===== src/verilog/dual_issue_pkg.sv =====
`default_nettype none

package dual_issue_pkg;

    // Datapath and register file geometry
    localparam int xlen       = 32;
    localparam int reg_num    = 32;
    localparam int reg_addr_w = 5;
    localparam int imm_w      = 16;

    typedef logic [xlen-1:0]       word_t;
    typedef logic [reg_addr_w-1:0] reg_addr_t;
    typedef logic [xlen-1:0]       pc_t;
    typedef logic [imm_w-1:0]      imm_t;

    // ALU operations handled by both execute lanes
    typedef enum logic [2:0] {
        op_add  = 3'd0,
        op_sub  = 3'd1,
        op_and  = 3'd2,
        op_or   = 3'd3,
        op_xor  = 3'd4,
        op_slt  = 3'd5,  // Signed compare, result is 0 or 1
        op_addi = 3'd6,  // rs plus sign-extended immediate
        op_lui  = 3'd7   // Immediate placed in the upper half
    } alu_op_t;

    // Issue controller states
    typedef enum logic {
        st_pair   = 1'b0,  // Normal dual issue
        st_second = 1'b1   // Slot 0 of a split pair already went out
    } issue_state_t;

endpackage

`default_nettype wire


===== src/verilog/exec_lane.sv =====
`timescale 1ns/1ns
`default_nettype none

module exec_lane (
    input  wire                             clk,
    input  wire                             rst,

    input  wire                             iss_valid,
    input  wire dual_issue_pkg::alu_op_t    iss_op,
    input  wire dual_issue_pkg::pc_t        iss_pc,
    input  wire dual_issue_pkg::reg_addr_t  iss_rd,
    input  wire dual_issue_pkg::imm_t       iss_imm,
    input  wire dual_issue_pkg::word_t      rs_data,
    input  wire dual_issue_pkg::word_t      rt_data,

    output logic                            res_valid,
    output dual_issue_pkg::pc_t             res_pc,
    output dual_issue_pkg::reg_addr_t       res_rd,
    output dual_issue_pkg::word_t           res_data
);

    localparam int pad_w = dual_issue_pkg::xlen - dual_issue_pkg::imm_w;

    dual_issue_pkg::word_t imm_sext;
    dual_issue_pkg::word_t imm_upper;
    dual_issue_pkg::word_t operand_b;
    dual_issue_pkg::word_t alu_result;

    assign imm_sext  = {{pad_w{iss_imm[dual_issue_pkg::imm_w-1]}}, iss_imm};
    assign imm_upper = {iss_imm, {pad_w{1'b0}}};

    // Second operand is rt for register ops and the immediate otherwise
    always_comb begin
        case (iss_op)
            dual_issue_pkg::op_addi: operand_b = imm_sext;
            dual_issue_pkg::op_lui:  operand_b = imm_upper;
            default:                 operand_b = rt_data;
        endcase
    end

    always_comb begin
        case (iss_op)
            dual_issue_pkg::op_add,
            dual_issue_pkg::op_addi: alu_result = rs_data + operand_b;
            dual_issue_pkg::op_sub:  alu_result = rs_data - operand_b;
            dual_issue_pkg::op_and:  alu_result = rs_data & operand_b;
            dual_issue_pkg::op_or:   alu_result = rs_data | operand_b;
            dual_issue_pkg::op_xor:  alu_result = rs_data ^ operand_b;
            dual_issue_pkg::op_slt: begin
                if ($signed(rs_data) < $signed(operand_b)) begin
                    alu_result = dual_issue_pkg::word_t'(1);
                end else begin
                    alu_result = '0;
                end
            end
            dual_issue_pkg::op_lui:  alu_result = operand_b;  // rs is not read
            default:                 alu_result = '0;
        endcase
    end

    // Write-back stage register
    always_ff @(posedge clk) begin
        if (rst) begin
            res_valid <= 1'b0;
        end else begin
            res_valid <= iss_valid;
        end
    end

    always_ff @(posedge clk) begin
        if (iss_valid) begin
            res_pc   <= iss_pc;
            res_rd   <= iss_rd;
            res_data <= alu_result;
        end
    end

endmodule

`default_nettype wire


===== config.mk =====
export PLATFORM = sky130hd
export DESIGN_NAME = exec_lane
export DESIGN_NICKNAME = d
export VERILOG_FILES = /design/src/verilog/dual_issue_pkg.sv /design/src/verilog/exec_lane.sv
export SDC_FILE = /design/constraint.sdc
export NUM_CORES = 1
export LEC_CHECK = 0
export ABC_AREA = 1
export BUFFER_PORTS_ARGS = -buffer_cell sky130_fd_sc_hd__buf_2
export CAP_MARGIN = 20
export CORE_ASPECT_RATIO = 1.1
export CORE_MARGIN = 5
export CORE_UTILIZATION = 35
export DETAILED_ROUTE_END_ITERATION = 8
export PLACE_DENSITY = 0.63
export SETUP_SLACK_MARGIN = 0.02
export SYNTH_ARGS = -nofsm -noshare
export SYNTH_HDL_FRONTEND = slang
export SYNTH_SLANG_ARGS = --single-unit

===== constraint.sdc =====
create_clock -name clk -period 4.5 [get_ports clk]
set_input_delay 0.9 -clock clk [delete_from_list [all_inputs] [get_ports clk]]
set_output_delay 0.9 -clock clk [all_outputs]
set_load 0.03 [all_outputs]

After elaboration in Yosys (flattened, before gate mapping)
Index checks and enable logic that the tools add are counted.
- bits in registers: 70
- bits in latches: 0
- bits in writable memories: 0
- memory bits (read-only): 0
- output and inout bits: 70
- logic and storage cells: 22
- memories kept: 0
- $add $sub $neg: 2
- multipliers: 0
- divide/modulo/power cells: 0
- $lt $le $gt $ge: 1
- equality and inequality tests: 7
- shifts and indexed selects: 0
- multiplexer cells: 3
- bitwise operators: 3
- reduce and logical (&&, ||, !) cells: 2
- operators by type and width (kind ; number):
    32-bit case mux with 7 select lines ; 1
    32-bit case mux with 2 select lines ; 1
    32-bit adder ; 1
    32-bit AND ; 1
    32-bit < comparator ; 1
    32-bit OR ; 1
    32-bit subtractor ; 1
    32-bit bitwise XOR ; 1
    3-bit equality test (second input constant) ; 4
    3-bit by 2-bit equality test with 1-bit output (second input constant) ; 2
    3-bit by 1-bit equality test with 1-bit output (second input constant) ; 1
    3-bit zero test ; 1
    2-bit OR reduction ; 1
    1-bit 2-to-1 mux ; 1

Logic depth before layout (Yosys ltp)
- depth in word-level cells: 5
- mapped depth: 22
- gate-level depth less buffers: 20

Worst setup path after synthesis
Ideal clock, no wire load.
- path type: input port to flip-flop
- start point: in iss_op[2]
- end point: reg res_data[31] (data pin)
- arrival time: 2.923 ns
- path slack: 1.312 ns
- stages: 20
- buffers on the path: 2
- path through: inv_2 nor3_1 inv_1 buf_2 o22ai_1 inv_1 ha_1 buf_6 a21oi_1 nor2_1 nor2_1 nand2_1 nand2_1 nand2_2 nand2_1 nand2_1 nand2_1 nand2_1 nand2_1 nand3_1
- cells in the longest elaborated chain, start to end: 4
- ends and longest elaborated chain (what ; line ; text):
    start, declared ; exec_lane.sv:9 ; input wire dual_issue_pkg::alu_op_t iss_op,
    3-bit equality test ; exec_lane.sv:34, exec_lane.sv:42 ;
    32-bit case mux with 2 select lines ; exec_lane.sv:34 ; case (iss_op)
    32-bit subtractor, or another cell as far along ; exec_lane.sv:45 ; dual_issue_pkg::op_sub: alu_result = rs_data - operand_b;
    32-bit case mux with 7 select lines * ; exec_lane.sv:42 ; case (iss_op)
    net alu_result[31] ; exec_lane.sv:27 ; dual_issue_pkg::word_t alu_result;
    end signal, assigned ; exec_lane.sv:74 ; res_data <= alu_result;
    end, declared ; exec_lane.sv:19 ; output dual_issue_pkg::word_t res_data
The timed path passes the listed nets; every way through them passes the cells marked *.
A chain may end at the register's enable or synchronous reset.

Worst setup path after layout
- start point: in iss_op[1]
- end point: reg res_data[0] (data pin)
- cells in the longest elaborated chain, start to end: 5
- ends and longest elaborated chain (what ; line ; text):
    3-bit equality test ; exec_lane.sv:34, exec_lane.sv:42 ;
    32-bit case mux with 2 select lines ; exec_lane.sv:34 ;
    32-bit < comparator ; exec_lane.sv:50 ; if ($signed(rs_data) < $signed(operand_b)) begin
    1-bit 2-to-1 mux ; exec_lane.sv:50 ;
    32-bit case mux with 7 select lines * ; exec_lane.sv:42 ;
    net alu_result[0] ; exec_lane.sv:27 ;
Marked as above.

==> flow_metrics.env <==
export IMPL_path_cells="buf_2 -> nand2_1 -> inv_1 -> buf_4 -> nand2_1 -> buf_4 -> o22ai_1 -> ha_1 -> inv_1 -> nand2_1 -> nand2_1 -> nand2_1 -> nand2_1 -> nand2_1 -> nand2_1 -> a21oi_2 -> nand3_1 -> nand3_1 -> a21oi_1"
export IMPL_clkSlewWorstSetupHoldPaths_ns=0.07
export IMPL_placed_area_sq_mm=0.0100
export IMPL_post_route_drc_count=0
export IMPL_grt_pass1_vias=9345
export IMPL_layout_worst_path_cycle_share_pct=87.3
export IMPL_yosysWarnings=0
export IMPL_use_met3_pct=3.18
export IMPL_stdcell_area_sq_mm=0.0103
export IMPL_place_inst=1836
export IMPL_p_seq_share_pct=27.4
export IMPL_cts_made_buffers=9
export IMPL_met2_usage_pct=44.2
export IMPL_drive_gt1_share_pct=18.3
export IMPL_die_y_microns=175
export IMPL_synth_cell_types=41
export IMPL_layout_common_cells="nand2_1 (340), inv_1 (255), buf_2 (191)"
export IMPL_crit_path_end="res_data[0]$_DFFE_PP_"
export IMPL_endpoint_kind="flip-flop"
export IMPL_yosys_register_bits=70
export IMPL_combinationalPowerShare_pct=45.2
export IMPL_drv_slew=0
export IMPL_met1_usage_pct=30.4
export IMPL_crit_arrival_ns=4.03
export IMPL_powerDensity_mw_per_mm2=292
export IMPL_totalWireLength_mm=36.1
export IMPL_core_area_sq_mm=0.0244
export IMPL_critPathLaunch="iss_op[1]"
export IMPL_via_per_inst=5.21
export IMPL_ys_seq_area_share_pct=24.3
export IMPL_clock_power_share_pct=27.4
export IMPL_outcome="finished clean"
export IMPL_fin_hold_ws_ns=0.703
export IMPL_die_width_microns=160
export IMPL_io_pins=193
export IMPL_antenna_found_initial=1
export IMPL_cts_sinks=70
export IMPL_cts_tree="built"
export IMPL_num_vias=9653
export IMPL_grt_ovfl_total=0
export IMPL_finalNonFillerCells=1852
export IMPL_first_iter_violations=878
export IMPL_crit_path_frequent_cell="nand2_1"
export IMPL_dieArea_sq_mm=0.0278
export IMPL_syn_num_nets=1557
export IMPL_num_rows=60
export IMPL_place_congestion=1.01
export IMPL_rsz0062_at_grt="false"
export IMPL_ir_drop_v=0.000137
export IMPL_htree_levels=3
export IMPL_grt_max_degree=71
export IMPL_post_cts_setup_buffers=0
export IMPL_wl_per_cell_microns=19.5
export IMPL_switching_share_pct=43.2
export IMPL_hp_class="in2reg"
export IMPL_hpwl_mm=29.5
export IMPL_worst_slew_pin_slew_ns=1.03
export IMPL_fmax_ghz=0.255
export IMPL_p_int_mw=1.71
export IMPL_synthesis_area_sq_mm=0.00861
export IMPL_cts_hold_buf=0
export IMPL_start_util_pct=35.3
export IMPL_busiest_layer="met2"
export IMPL_async_flop_share_pct=0
export IMPL_setup_viol=0
export IMPL_synth_main_ff_cell="edfxtp_1"
export IMPL_netlist_instances=1336
export IMPL_grtUsageTotal_pct=25.0
export IMPL_fin_nets=1758
export IMPL_finalCriticalPeriod_ns=3.93
export IMPL_fin_tns_setup_ns=0
export IMPL_start_kind="input port"
export IMPL_final_common_cell="nand2_1"
export IMPL_p_leak_nw=5.61
export IMPL_relSlewSlack_pct=31.2
export IMPL_syn_mean_instance_area_sq_um=6.45
export IMPL_critPathRequiredTime_ns=4.60
export IMPL_grt_pass1_wl_mm=53.6
export IMPL_portBuffers=192
export IMPL_final_util_pct=42.3
export IMPL_crit_path_max_incr_delay_ns=0.43
export IMPL_area_growth_pct=19.9
export IMPL_clockBufferDepth=2
export IMPL_cap_violations=0
export IMPL_ctsResizeCount=0
export IMPL_netSwitchingPower_mw=1.30
export IMPL_synth_edf_count=69
export IMPL_cts_root_buf="clkbuf_16"
export IMPL_final_hold_violation_count=0
export IMPL_antennaDiodeCount=0
export IMPL_critPathSlowestCell="ha_1"
export IMPL_holdCritStartpoint="rst"
export IMPL_drtPass1Iterations=5
export IMPL_path_class="in2reg"
export IMPL_ant_nets=0
export IMPL_cp_max_fo=20
==> cell usage after synthesis (2+ instances only) <==
cell type,instances,area (sq um)
edfxtp_1,69,2070
buf_6,3,33.8
o22ai_1,49,307
nor3_1,19,95.1
a2111oi_0,2,17.5
nand2_2,9,56.3
clkbuf_1,6,22.5
nand4_1,16,100
o21bai_1,9,67.6
a21oi_2,3,26.3
fa_1,2,40.0
xor2_1,10,87.6
nand3_2,2,20.0
buf_4,15,113
nor3_2,2,20.0
nand2_1,340,1280
o21ai_0,42,210
a21oi_1,79,395
a31oi_1,2,12.5
o21ai_1,3,15.0
ha_1,96,1200
o221ai_1,2,17.5
nand3b_1,2,15.0
a211oi_1,10,75.1
buf_2,18,90.1
inv_1,255,957
nand3_1,110,551
a221oi_1,8,70.1
and2_1,4,25.0
nor2_1,122,458
inv_2,12,45.0
o21a_1,2,15.0
nor2_2,5,31.3
==> power groups by stage <==
stage	Combinational (mW)	Sequential, mW	Clock (mW)
floorplan	0.729	0.985	0
global placement	1.34	0.840	0
detailed placement	1.34	0.839	0
CTS	1.35	0.826	0.846
global route	1.48	0.831	0.868
finish	1.36	0.825	0.827
==> state kept, by name, indices dropped and copies added, names as in the netlist <==
| name | flops |
|---|---|
| res_rd | 5 |
| res_pc | 32 |
| res_valid | 1 |
| res_data | 32 |
==> worst max-delay path, delay by kind of cell <==
kind            cells  cell delay, ns
buf+inv             5            1.07
simple gates       10            1.04
compound gates      3            0.56
fa+ha+maj           1            0.43
==> through the flow <==
stage                     setup slack (ns)  power, mW
final                                0.574       3.02
after global routing                 0.338       3.18
after CTS                            0.666       3.02
after detailed placement             0.286       2.18
after global placement               0.308       2.18
after floorplan                       1.31       1.71
==> per-layer routing <==
layer	vias up	share of wire, %
met2	421	48
met4	0	4.6
met1	4425	41
li1	4725	-
met3	82	6.2
met5	-	0
==> layout make-up <==
cell class	count	area (sq um)
fillers	2620	14100
multi-input cells	957	5260
well taps	310	388
inverters	267	1000
clock buffers	9	225
flip-flops and latches	70	2090
clock inverters	7	97.6
repair buffers	232	1260
==> cell families after synthesis <==
family	after synthesis	share of synthesized area [%]
compound gates	216	14.7
flops	70	24.3
xor+xnor	10	1.02
buf+inv	309	14.6
simple gates	633	30.9
fa+ha+maj	98	14.4
==> worst min path at each step <==
stage                                       to  slack (ns)  cells after the start
after global routing      res_valid$_SDFF_PP0_        0.70                      2
after detailed placement  res_valid$_SDFF_PP0_        1.06                      2
final                     res_valid$_SDFF_PP0_        0.70                      2
after global placement    res_valid$_SDFF_PP0_        1.06                      2
after floorplan           res_valid$_SDFF_PP0_        0.97                      1
after CTS                 res_valid$_SDFF_PP0_        0.70                      2
No activity file was read; power rests on OpenSTA's default activity.
