$ cat config.mk
export PLATFORM = sky130hd
export DESIGN_NAME = issue_ctrl
export DESIGN_NICKNAME = d
export VERILOG_FILES = /design/src/verilog/dual_issue_pkg.sv /design/src/verilog/issue_ctrl.sv
export SDC_FILE = /design/constraint.sdc
export NUM_CORES = 1
export LEC_CHECK = 0
export ABC_AREA = 0
export BUFFER_PORTS_ARGS = -buffer_cell sky130_fd_sc_hd__buf_4
export CAP_MARGIN = 25
export CORE_AREA = 2 2 205 207
export CTS_BUF_LIST = sky130_fd_sc_hd__clkbuf_4 sky130_fd_sc_hd__clkbuf_8
export CTS_CLUSTER_DIAMETER = 200
export CTS_CLUSTER_SIZE = 16
export DETAILED_ROUTE_END_ITERATION = 16
export DIE_AREA = 0 0 207 209
export SLEW_MARGIN = 5
export SYNTH_ARGS = -nofsm -noshare
export SYNTH_HDL_FRONTEND = slang
export SYNTH_SLANG_ARGS = --single-unit
$ cat constraint.sdc
create_clock -name clk -period 0.8 [get_ports clk]
set_input_delay 0.08 -clock clk [delete_from_list [all_inputs] [get_ports clk]]
set_output_delay 0.08 -clock clk [all_outputs]
set_load 0.01 [all_outputs]
$ cat src/verilog/dual_issue_pkg.sv
`default_nettype none

package dual_issue_pkg;

    // Datapath and register file geometry
    localparam int xlen       = 32;
    localparam int reg_num    = 32;
    localparam int reg_addr_w = 5;
    localparam int imm_w      = 16;

    typedef logic [xlen-1:0]       word_t;
    typedef logic [reg_addr_w-1:0] reg_addr_t;
    typedef logic [xlen-1:0]       pc_t;
    typedef logic [imm_w-1:0]      imm_t;

    // ALU operations handled by both execute lanes
    typedef enum logic [2:0] {
        op_add  = 3'd0,
        op_sub  = 3'd1,
        op_and  = 3'd2,
        op_or   = 3'd3,
        op_xor  = 3'd4,
        op_slt  = 3'd5,  // Signed compare, result is 0 or 1
        op_addi = 3'd6,  // rs plus sign-extended immediate
        op_lui  = 3'd7   // Immediate placed in the upper half
    } alu_op_t;

    // Issue controller states
    typedef enum logic {
        st_pair   = 1'b0,  // Normal dual issue
        st_second = 1'b1   // Slot 0 of a split pair already went out
    } issue_state_t;

endpackage

`default_nettype wire

$ cat src/verilog/issue_ctrl.sv
`timescale 1ns/1ns
`default_nettype none

module issue_ctrl (
    input  wire                             clk,
    input  wire                             rst,

    input  wire                             in_valid,
    output logic                            in_ready,
    input  wire dual_issue_pkg::pc_t        in_pc_0,
    input  wire dual_issue_pkg::alu_op_t    in_op_0,
    input  wire dual_issue_pkg::reg_addr_t  in_rs_0,
    input  wire dual_issue_pkg::reg_addr_t  in_rt_0,
    input  wire dual_issue_pkg::reg_addr_t  in_rd_0,
    input  wire dual_issue_pkg::imm_t       in_imm_0,
    input  wire dual_issue_pkg::pc_t        in_pc_1,
    input  wire dual_issue_pkg::alu_op_t    in_op_1,
    input  wire dual_issue_pkg::reg_addr_t  in_rs_1,
    input  wire dual_issue_pkg::reg_addr_t  in_rt_1,
    input  wire dual_issue_pkg::reg_addr_t  in_rd_1,
    input  wire dual_issue_pkg::imm_t       in_imm_1,

    output logic                            re1_1,
    output dual_issue_pkg::reg_addr_t       raddr1_1,
    output logic                            re2_1,
    output dual_issue_pkg::reg_addr_t       raddr2_1,
    output logic                            re1_2,
    output dual_issue_pkg::reg_addr_t       raddr1_2,
    output logic                            re2_2,
    output dual_issue_pkg::reg_addr_t       raddr2_2,
    input  wire dual_issue_pkg::word_t      rdata1_1,
    input  wire dual_issue_pkg::word_t      rdata2_1,
    input  wire dual_issue_pkg::word_t      rdata1_2,
    input  wire dual_issue_pkg::word_t      rdata2_2,

    output logic                            iss_valid_0,
    output dual_issue_pkg::alu_op_t         iss_op_0,
    output dual_issue_pkg::pc_t             iss_pc_0,
    output dual_issue_pkg::reg_addr_t       iss_rd_0,
    output dual_issue_pkg::imm_t            iss_imm_0,
    output dual_issue_pkg::word_t           rs_data_0,
    output dual_issue_pkg::word_t           rt_data_0,
    output logic                            iss_valid_1,
    output dual_issue_pkg::alu_op_t         iss_op_1,
    output dual_issue_pkg::pc_t             iss_pc_1,
    output dual_issue_pkg::reg_addr_t       iss_rd_1,
    output dual_issue_pkg::imm_t            iss_imm_1,
    output dual_issue_pkg::word_t           rs_data_1,
    output dual_issue_pkg::word_t           rt_data_1
);

    dual_issue_pkg::issue_state_t state;
    dual_issue_pkg::issue_state_t state_next;
    logic                         conflict;

    function automatic logic uses_rs(input dual_issue_pkg::alu_op_t op);
        return op != dual_issue_pkg::op_lui;
    endfunction

    function automatic logic uses_rt(input dual_issue_pkg::alu_op_t op);
        return (op != dual_issue_pkg::op_addi) && (op != dual_issue_pkg::op_lui);
    endfunction

    // Slot 1 needs a result that slot 0 of the same pair produces
    assign conflict = (in_rd_0 != '0) &&
                      ((uses_rs(in_op_1) && (in_rs_1 == in_rd_0)) ||
                       (uses_rt(in_op_1) && (in_rt_1 == in_rd_0)));

    always_comb begin
        state_next = state;
        case (state)
            dual_issue_pkg::st_pair: begin
                if (in_valid && conflict) begin
                    state_next = dual_issue_pkg::st_second;
                end
            end
            dual_issue_pkg::st_second: begin
                if (in_valid) begin
                    state_next = dual_issue_pkg::st_pair;
                end
            end
            default: state_next = dual_issue_pkg::st_pair;
        endcase
    end

    always_ff @(posedge clk) begin
        if (rst) begin
            state <= dual_issue_pkg::st_pair;
        end else begin
            state <= state_next;
        end
    end

    // The pair is only consumed once slot 1 has gone out
    assign in_ready    = (state == dual_issue_pkg::st_second) || !(in_valid && conflict);
    assign iss_valid_0 = in_valid && (state == dual_issue_pkg::st_pair);
    assign iss_valid_1 = in_valid && ((state == dual_issue_pkg::st_second) || !conflict);

    assign re1_1    = iss_valid_0 && uses_rs(in_op_0);
    assign re2_1    = iss_valid_0 && uses_rt(in_op_0);
    assign re1_2    = iss_valid_1 && uses_rs(in_op_1);
    assign re2_2    = iss_valid_1 && uses_rt(in_op_1);
    assign raddr1_1 = in_rs_0;
    assign raddr2_1 = in_rt_0;
    assign raddr1_2 = in_rs_1;
    assign raddr2_2 = in_rt_1;

    assign iss_op_0  = in_op_0;
    assign iss_pc_0  = in_pc_0;
    assign iss_rd_0  = in_rd_0;
    assign iss_imm_0 = in_imm_0;
    assign rs_data_0 = rdata1_1;
    assign rt_data_0 = rdata2_1;

    assign iss_op_1  = in_op_1;
    assign iss_pc_1  = in_pc_1;
    assign iss_rd_1  = in_rd_1;
    assign iss_imm_1 = in_imm_1;
    assign rs_data_1 = rdata1_2;  // Bypassed from lane 0 when split
    assign rt_data_1 = rdata2_2;

endmodule

`default_nettype wire

# Word level (Yosys, flattened, before mapping)
# Cells that the tools add are included.
dict set report totals {
  input_bits 263
  output_inout_bits 267
  regBits 1
  elab_cells 29
}
dict set report op_classes {
  muxes 3
  eq_ne 6
  reduce_logical 18
  n_bitwise 1
}
# op n
set op_table {}
lappend op_table {{$logic_and A1 B1 Y1} 12}
lappend op_table {{$ne A3 B3 Y1 const B} 4}
lappend op_table {{$eq A5 B5 Y1} 2}
lappend op_table {{$reduce_bool A5 Y1} 1}
lappend op_table {{$logic_or A1 B1 Y1} 3}
lappend op_table {{$logic_not A1 Y1} 2}
lappend op_table {{$mux W1} 2}
lappend op_table {{$pmux W1 S2} 1}
lappend op_table {{$not A1 Y1} 1}

# Depth between registers and ports, before layout
# Gate-level depths: netlist of run 1.
dict set report depth {
  ltp_word 9
  depth_mapped 4
  ltp_nobuf 4
}

# Least setup slack after synthesis of run 1
# No wires, ideal clock.
dict set report synth_path {
  path_kind {reg-to-reg}
  from {reg state}
  to {reg state}
  period_less_slack_ps 802
  stages_incl_launch_ff 5
  setup_ps 116
  path_buffers 0
  required_ps 684
  path_slack_ps -2
  arrival_ps 687
  path_cell_list {dfxtp_1 inv_1 nand2_1 nor2_1 a31o_1}
}
dict set report synth_via {
  elab_chain_cells 2
}
# item line_no
set synth_lines {}
lappend synth_lines {{from (decl)} issue_ctrl.sv:52} ;# dual_issue_pkg::issue_state_t state;
lappend synth_lines {{from (signal assigned)} issue_ctrl.sv:88} ;# state <= dual_issue_pkg::st_pair;
lappend synth_lines {{from (signal assigned)} issue_ctrl.sv:90} ;# state <= state_next;
lappend synth_lines {{$not A1 Y1} issue_ctrl.sv:71} ;# case (state)
lappend synth_lines {{$pmux W1 S2 (*)} issue_ctrl.sv:71}
# Every way passes the cells marked *; elsewhere a longest branch is shown, timed or not.
# A chain may end at the register's enable or synchronous reset.

# Worst setup path in the final report of run 1
dict set report layout_path {
  from {in in_rs_1[1]}
  to {out re2_2}
}
dict set report layout_via {
  elab_chain_cells 8
}
# item line_no
set layout_lines {}
lappend layout_lines {{from (decl)} issue_ctrl.sv:18} ;# input wire dual_issue_pkg::reg_addr_t in_rs_1,
lappend layout_lines {{$eq A5 B5 Y1} issue_ctrl.sv:66} ;# ((uses_rs(in_op_1) && (in_rs_1 == in_rd_0)) ||
lappend layout_lines {{$logic_and A1 B1 Y1} issue_ctrl.sv:66}
lappend layout_lines {{$logic_or A1 B1 Y1} issue_ctrl.sv:66}
lappend layout_lines {{$logic_and A1 B1 Y1} issue_ctrl.sv:65} ;# assign conflict = (in_rd_0 != '0) &&
lappend layout_lines {{$logic_not A1 Y1} issue_ctrl.sv:97} ;# assign iss_valid_1 = in_valid && ((state == dual_issue_pkg::st_second) || !conflict);
lappend layout_lines {{$logic_or A1 B1 Y1} issue_ctrl.sv:97}
lappend layout_lines {{$logic_and A1 B1 Y1} issue_ctrl.sv:97}
lappend layout_lines {{$logic_and A1 B1 Y1} issue_ctrl.sv:102} ;# assign re2_2 = iss_valid_1 && uses_rt(in_op_1);
lappend layout_lines {{to (decl)} issue_ctrl.sv:29} ;# output logic re2_2,
# Every way passes these cells.

==> results.cfg, run 1 <==
[status]
status = finished with violations
violations = negative setup slack

[logic_synthesis]
ys_async_sr_fraction = 0
syn_inst = 296
synth_most_common_cell = buf_4
yosys_warnings = 0
synth_seq_cells = 1
synth_area_leaders = buf_4 89%, xnor2_1 4.0%, nand2_1 1.2%
synth-seq-area-share = 0.00915
synth_ff_type = dfxtp_1
synth_top_area_share = 0.892
synthTopCellsByCount = 260 x buf_4, 10 x xnor2_1, 7 x nand2_1
synth_edf_count = 0
ys_types = 13
synth_area_leader_cell = buf_4
synthesis.nets = 559
synth_area_per_cell_um2 = 7.39
syn_area_um2 = 2190

[drt]
remaining_drc_errors = 0
finalWirelength_um = 10900
vias_per_cell = 1.51
ant_nets = 0
drt_iter0_markers = 16
via_count = 962
dr.pass1.iters = 4
avgRoutedWirePerCell_um = 17.1

[timing]
max_slew.worst_pin.slew_ns = 0.269
rsz0062_at_grt = true
finalHoldViolCount = 0
setup_slack_ns = -0.328
fin_skew_ns = 0
finalSetupViolCount = 7
drv_slew = 0
max_freq_mhz = 886
relSlewSlack = 0.820
timing.final.crit_period_ns = 1.13
period_share = 1.41
setup_tns_ns = -1.54

[floorplanning]
fp.coreArea_um2 = 41300
rows = 75
dieArea_um2 = 43300
die_h_um = 209
start_util = 0.0530
ios = 530
die_w_um = 207

[cells_and_area]
largest_reg_flops = 1
top_regs = state (1)
area_delta_synth_final_pct = -30.8
fin_area_um2 = 1520
final_util = 0.0367
final_nets = 365
diodes = 0
top_register = state
drive_gt1_frac = 0.760

[placement]
dp_hpwl_um = 9850
dpl-instance-area_um2 = 1390
gp_congestion = 0.669
io_buffer_count = 51

[grt]
grt_usage = 0.0452
grt_max_degree = 6
grt_pass1_vias = 1108
grt_pass1_wl_um = 12400
antenna_found_initial = 0
grt-ovfl-total = 0

[worst_setup_path]
critical-path-max-stage-delay_ns = 0.26
worst_setup_path_end_kind = output pin
cpMaxStageDelayCell = o22ai_4
worst-path-buf-inv = 2
crit_type = primary input to output pin
cp_top_family = compound AO/OA/AOI/OAI gates
arrival_ns = 1.05
cp.depth = 6
setup.worst_path.start_class = primary input
critPathMaxFanout = 5
cp.required_ns = 0.72
worstRegToRegCells = 4
crit_chain = buf_8 -> xnor2_2 -> nand4_1 -> o22ai_4 -> a31oi_2 -> buf_4

[power]
power_leakage_uw = 0.000434
p_sw_frac = 0.414
p_seq_frac = 0.087
combPwrFrac = 0.913
power.internal_uw = 357
clockPowerShare = 0
p_switching_uw = 253
ir_worst_vdd_mv = 0.237
power.density_nw_per_um2 = 403

[hold_path]
min_path_type = primary input to output pin
holdPathStages = 0

[clock_network]
ctsHoldBuffers = 0
clock_latency_ns = 0
post-cts-setup-buffers = 0

[job]
drv_cap = 0
final timing paths:
check                           to             start  slack [ns]
setup / recovery             re2_2        in_rs_1[1]       -0.33
hold / removal       iss_imm_0[14]      in_imm_0[14]        0.16
setup reg to reg  state$_SDFF_PP0_  state$_SDFF_PP0_       -0.13
hold reg to reg   state$_SDFF_PP0_  state$_SDFF_PP0_        0.74
final cells by class:
| type | instances | area (µm²) |
|---|---|---|
| Timing Repair Buffer | 64 | 522 |
| Sequential cell | 1 | 21.3 |
| Fill cell | 4928 | 39800 |
| Multi-Input combinational cell | 32 | 284 |
| Tap cell | 539 | 674 |
| Inverter | 3 | 13.8 |
repair_timing:
action / in CTS / in global routing
gates resized for setup: 21 / 5
setup endpoints to repair: 8 / 8
pin swaps: 11 / 8
logic make-up (layout without fill, tap and decap cells):
group / after synthesis / in the layout / synth area share
compound gates: 7 / 7 / 0.0234
buf+inv: 263 / 67 / 0.897
simple gates: 15 / 15 / 0.0303
flops: 1 / 1 / 0.00915
xor+xnor: 10 / 10 / 0.0400
power by group through the flow:
stage | clock network [µW] | logic [µW] | registers, µW
after global placement | 0 | 491 | 52.3
final | 0 | 557 | 53.1
after CTS | 0 | 555 | 53.2
after detailed placement | 0 | 494 | 52.3
after floorplan | 0 | 1440 | 52.3
after global routing | 0 | 593 | 53.3
routing by layer:
layer | vias to the layer above | GRT usage | wire length (µm)
met1 | 321 | 0.0140 | 1230
li1 | 257 | - | -
met2 | 266 | 0.0810 | 5280
met5 | - | 0 | 0
met4 | 0 | 0.0507 | 1390
met3 | 118 | 0.0523 | 3000
cells in the final DEF, fill, tap and decap left out, types with 2 or more instances in the layout:
cell	Yosys	routed
xnor2_2	0	5
buf_6	0	5
nand4_1	2	2
nor3_1	2	2
nand2_1	7	6
nand3_1	2	2
buf_8	0	3
a31oi_1	4	3
buf_4	260	56
nor2_1	2	2
xnor2_1	10	5
per-stage QoR:
| step | std cells | worst slack (ns) | power [µW] | hold WS, ns |
|---|---|---|---|---|
| 6_report | 639 | -0.328 | 610 | 0.160 |
| 5_1_grt | 639 | -0.395 | 646 | 0.160 |
| 4_1_cts | 639 | -0.374 | 608 | 0.160 |
| 3_5_place_dp | 639 | -0.441 | 546 | 0.160 |
| 3_3_place_gp | 639 | -0.408 | 543 | 0.160 |
| 2_1_floorplan | 296 | 0.00371 | 1500 | 0.237 |
No activity file was read; power rests on OpenSTA's default activity.
==> run 2, diff against run 1 <==
--- a/config.mk
+++ b/config.mk
@@ -14,6 +14,7 @@
 export CTS_CLUSTER_SIZE = 16
 export DETAILED_ROUTE_END_ITERATION = 16
 export DIE_AREA = 0 0 207 209
+export RECOVER_POWER = 100
 export SLEW_MARGIN = 5
 export SYNTH_ARGS = -nofsm -noshare
 export SYNTH_HDL_FRONTEND = slang
==> run 2 against run 1 <==
Effect of this change:
- the run still ends with negative setup slack left
- clock skew unchanged
- worst hold slack unchanged
- utilization down 0.18 points
- sequential share of layout area up 0.072 points
- global-route usage unchanged
- power down 7.0%
- sequential cell count unchanged
- routed wire length down 0.27%
- design area down 4.9%
- critical path type unchanged
- critical endpoint unchanged
==> results.cfg, run 2 (synthesis results as in run 1) <==
[timing]
setup_slack_ns = -0.343
finalSetupViolCount = 7
setup_tns_ns = -1.61
rsz0062_at_grt = true
period_share = 1.43
relSlewSlack = 0.826
fin_skew_ns = 0
drv_slew = 0
max_slew.worst_pin.slew_ns = 0.261
timing.final.crit_period_ns = 1.14
finalHoldViolCount = 0
max_freq_mhz = 875

[drt]
ant_nets = 0
vias_per_cell = 1.52
avgRoutedWirePerCell_um = 17.0
via_count = 969
drt_iter0_markers = 25
dr.pass1.iters = 4
finalWirelength_um = 10900
remaining_drc_errors = 0

[clock_network]
clock_latency_ns = 0
post-cts-setup-buffers = 0

[floorplanning]
rows = 75
ios = 530
die_w_um = 207
start_util = 0.0530
fp.coreArea_um2 = 41300
dieArea_um2 = 43300
die_h_um = 209

[cells_and_area]
final_nets = 365
top_regs = state (1)
fin_area_um2 = 1440
area_delta_synth_final_pct = -34.1
diodes = 0
drive_gt1_frac = 0.570
final_common_cell = buf_4
top_register = state
mostFrequentLayoutCells = 36 x buf_4, 19 x clkbuf_1, 6 x nand2_1
largest_reg_flops = 1

[power]
finalPower_uw = 567
power.density_nw_per_um2 = 394
p_seq_frac = 0.094
p_sw_frac = 0.444
ir_worst_vdd_mv = 0.237
combPwrFrac = 0.906
clockPowerShare = 0
power.internal_uw = 316
power_leakage_uw = 0.000364
p_switching_uw = 252

[hold_path]
min_path_type = primary input to output pin
holdPathStages = 0

[grt]
grt_pass1_vias = 1108
antenna_found_initial = 0
grt_pass1_wl_um = 12400
grt_max_degree = 6
grt-ovfl-total = 0
grt_usage = 0.0452

[worst_setup_path]
crit_type = primary input to output pin
critPathMaxFanout = 5
setup.worst_path.start_class = primary input
worst_setup_path_end_kind = output pin
arrival_ns = 1.06
r2r_slack_ns = -0.13
worstRegToRegCells = 4
cp.required_ns = 0.72

[placement]
dp_hpwl_um = 9850
dpl-instance-area_um2 = 1390
gp_congestion = 0.669
io_buffer_count = 51
post-place-ws_ns = -0.441

[status]
violations = negative setup slack
status = finished with violations

[job]
drv_cap = 0
[run 2: final timing paths]
kind	start	endpoint
setup / recovery	in_rs_1[1]	re2_2
hold / removal	in_imm_0[14]	iss_imm_0[14]
setup reg to reg	state$_SDFF_PP0_	state$_SDFF_PP0_
hold reg to reg	state$_SDFF_PP0_	state$_SDFF_PP0_
[run 2: what timing repair did]
action,4_1_cts,5_1_grt
hold buffers,0,0
resized for setup,21,5
pin swaps,11,8
setup endpoints to repair,8,8
[run 2: power by group through the flow]
stage               clock network [µW]  registers (µW)  logic [µW]
finish                               0            53.1         514
global route                         0            53.3         549
CTS                                  0            53.2         555
detailed placement                   0            52.3         494
global placement                     0            52.3         491
floorplan                            0            52.3        1440
[run 2: routing by layer]
metal	track usage	share of wire
met5	0	0
met4	0.0507	0.13
met3	0.0523	0.28
met2	0.0810	0.48
met1	0.0140	0.11
[run 2: stage by stage]
step,utilization,hold slack (ns),instances
detailed placement,0.0338,0.160,639
global route,0.0349,0.160,639
floorplan,-,0.237,296
global placement,0.0338,0.160,639
finish,0.0349,0.160,639
CTS,0.0362,0.160,639
[run 2: layout make-up]
| class | instances | area [µm²] |
|---|---|---|
| tap | 539 | 674 |
| sequential | 1 | 21.3 |
| timing repair buffer | 64 | 448 |
| fill | 4946 | 39800 |
| multi-input combinational | 32 | 284 |
| inverter | 3 | 13.8 |
[run 2: worst max-delay path, cell delays in order]
cell,delay [ns]
buf_8,0.10
xnor2_2,0.14
nand4_1,0.17
o22ai_4,0.27
a31oi_2,0.13
buf_4,0.16
==> run 3, diff against run 2 <==
--- a/config.mk
+++ b/config.mk
@@ -8,12 +8,12 @@
 export ABC_AREA = 0
 export BUFFER_PORTS_ARGS = -buffer_cell sky130_fd_sc_hd__buf_4
 export CAP_MARGIN = 25
-export CORE_AREA = 2 2 205 207
+export CORE_AREA = 3 3 206 208
 export CTS_BUF_LIST = sky130_fd_sc_hd__clkbuf_4 sky130_fd_sc_hd__clkbuf_8
 export CTS_CLUSTER_DIAMETER = 200
 export CTS_CLUSTER_SIZE = 16
 export DETAILED_ROUTE_END_ITERATION = 16
-export DIE_AREA = 0 0 207 209
+export DIE_AREA = 0 0 209 211
 export RECOVER_POWER = 100
 export SLEW_MARGIN = 5
 export SYNTH_ARGS = -nofsm -noshare
==> run 3 against run 2 <==
Effect of this change:
- critical path depth is the same
- the flow still finishes with violations (negative setup slack)
- register-to-register slack better by 0.04 ns
- die area up 1.9%
- sequential cell count unchanged
- global-route usage down 0.87 points
- final cell count down 1.3%
- sequential share of layout area down 0.070 points
- via count decreased by 0.21%
- worst setup slack gained 0.043 ns
- utilization increased by 0.22 points
==> results.cfg, run 3 (synthesis results as in run 1) <==
[floorplanning]
die_w_um = 209
dieArea_um2 = 44100
ios = 530
fp.coreArea_um2 = 40700
die_h_um = 211
start_util = 0.0537
rows = 74

[timing]
max_slew.worst_pin.slew_ns = 0.276
relSlewSlack = 0.817
finalSetupViolCount = 7
timing.final.crit_period_ns = 1.10
rsz0062_at_grt = true
drv_slew = 0
max_freq_mhz = 910
fin_skew_ns = 0
period_share = 1.37
finalHoldViolCount = 0
setup_slack_ns = -0.299

[power]
p_sw_frac = 0.424
ir_worst_vdd_mv = 0.261
p_seq_frac = 0.089
power.density_nw_per_um2 = 393
p_switching_uw = 252
combPwrFrac = 0.911
power.internal_uw = 343
clockPowerShare = 0
power_leakage_uw = 0.000393
finalPower_uw = 594

[grt]
grt_pass1_wl_um = 10800
grt_usage = 0.0364
antenna_found_initial = 0
grt-ovfl-total = 0
grt_pass1_vias = 1155
grt_max_degree = 6

[cells_and_area]
drive_gt1_frac = 0.657
area_delta_synth_final_pct = -30.9
largest_reg_flops = 1
diodes = 0
mostFrequentLayoutCells = 27 x buf_4, 20 x clkbuf_1, 14 x buf_6
final_common_cell = buf_4
top_register = state
final_nets = 364
top_regs = state (1)
fin_cells = 631

[worst_setup_path]
cp.required_ns = 0.72
setup.worst_path.start_class = primary input
crit_type = primary input to output pin
arrival_ns = 1.02
critPathMaxFanout = 5
worst_setup_path_end_kind = output pin

[drt]
avgRoutedWirePerCell_um = 14.5
via_count = 967
ant_nets = 0
drt_iter0_markers = 16
vias_per_cell = 1.53
remaining_drc_errors = 0
dr.pass1.iters = 4
finalWirelength_um = 9160

[clock_network]
clock_latency_ns = 0
ctsHoldBuffers = 0

[placement]
dp_cells = 631
post-place-ws_ns = -0.381
io_buffer_count = 51
dp_hpwl_um = 7880
gp_congestion = 0.673

[hold_path]
min_path_type = primary input to output pin

[status]
status = finished with violations
violations = negative setup slack

[job]
drv_cap = 0
run 3: cell count changes in the layout (fill, tap and decap cells not counted), moves of 4 or more:
cell,before,now
xnor2_2,5,9
buf_6,5,14
xnor2_1,5,1
buf_4,36,27
run 3: what timing repair did:
item / in CTS / in global routing
buffers inserted: 0 / 0
pin swaps: 18 / 9
endpoints found under the setup margin: 8 / 8
gates resized for setup: 33 / 11
run 3: final timing paths:
check | startpoint | to | slack, ns | cells after the start
worst min register to register | state$_SDFF_PP0_ | state$_SDFF_PP0_ | 0.78 | 4
worst min-delay path | in_imm_1[8] | iss_imm_1[8] | 0.16 | 0
worst max register to register | state$_SDFF_PP0_ | state$_SDFF_PP0_ | -0.09 | 4
worst max-delay path | in_rd_0[4] | re2_2 | -0.30 | 6
run 3: critical path: stages:
cell	delay (ns)
buf_12	0.11
xnor2_2	0.13
nand4_1	0.15
o22ai_4	0.26
a31oi_1	0.13
buf_4	0.16
run 3: through the flow:
stage / cell area (µm²) / hold slack (ns) / utilization / TNS (ns)
after global routing: 1510 / 0.160 / 0.0371 / -1.89
after CTS: 1540 / 0.160 / 0.0378 / -1.36
after global placement: 1380 / 0.160 / 0.0338 / -2.14
after floorplan: 2190 / 0.237 / - / 0
after detailed placement: 1380 / 0.160 / 0.0338 / -2.13
final: 1510 / 0.160 / 0.0371 / -1.40
run 3: per-layer routing:
| metal | wire length, µm | track usage | up-vias |
|---|---|---|---|
| li1 | - | - | 253 |
| met1 | 1070 | 0.0123 | 315 |
| met2 | 4120 | 0.0579 | 275 |
| met3 | 2730 | 0.0463 | 122 |
| met4 | 1180 | 0.0443 | 2 |
| met5 | 57 | 0.00970 | - |
run 3: cell type report:
type / count / area, µm²
fill: 4867 / 39200
inverter: 3 / 13.8
multi-input combinational: 32 / 342
sequential: 1 / 21.3
tap: 532 / 666
timing repair buffer: 63 / 470
run 3: power groups by stage:
stage	clock network [µW]	logic, µW	registers (µW)
after floorplan	0	1440	52.3
after global placement	0	468	52.3
after detailed placement	0	471	52.3
after CTS	0	563	53.2
after global routing	0	584	52.8
final	0	541	53.0
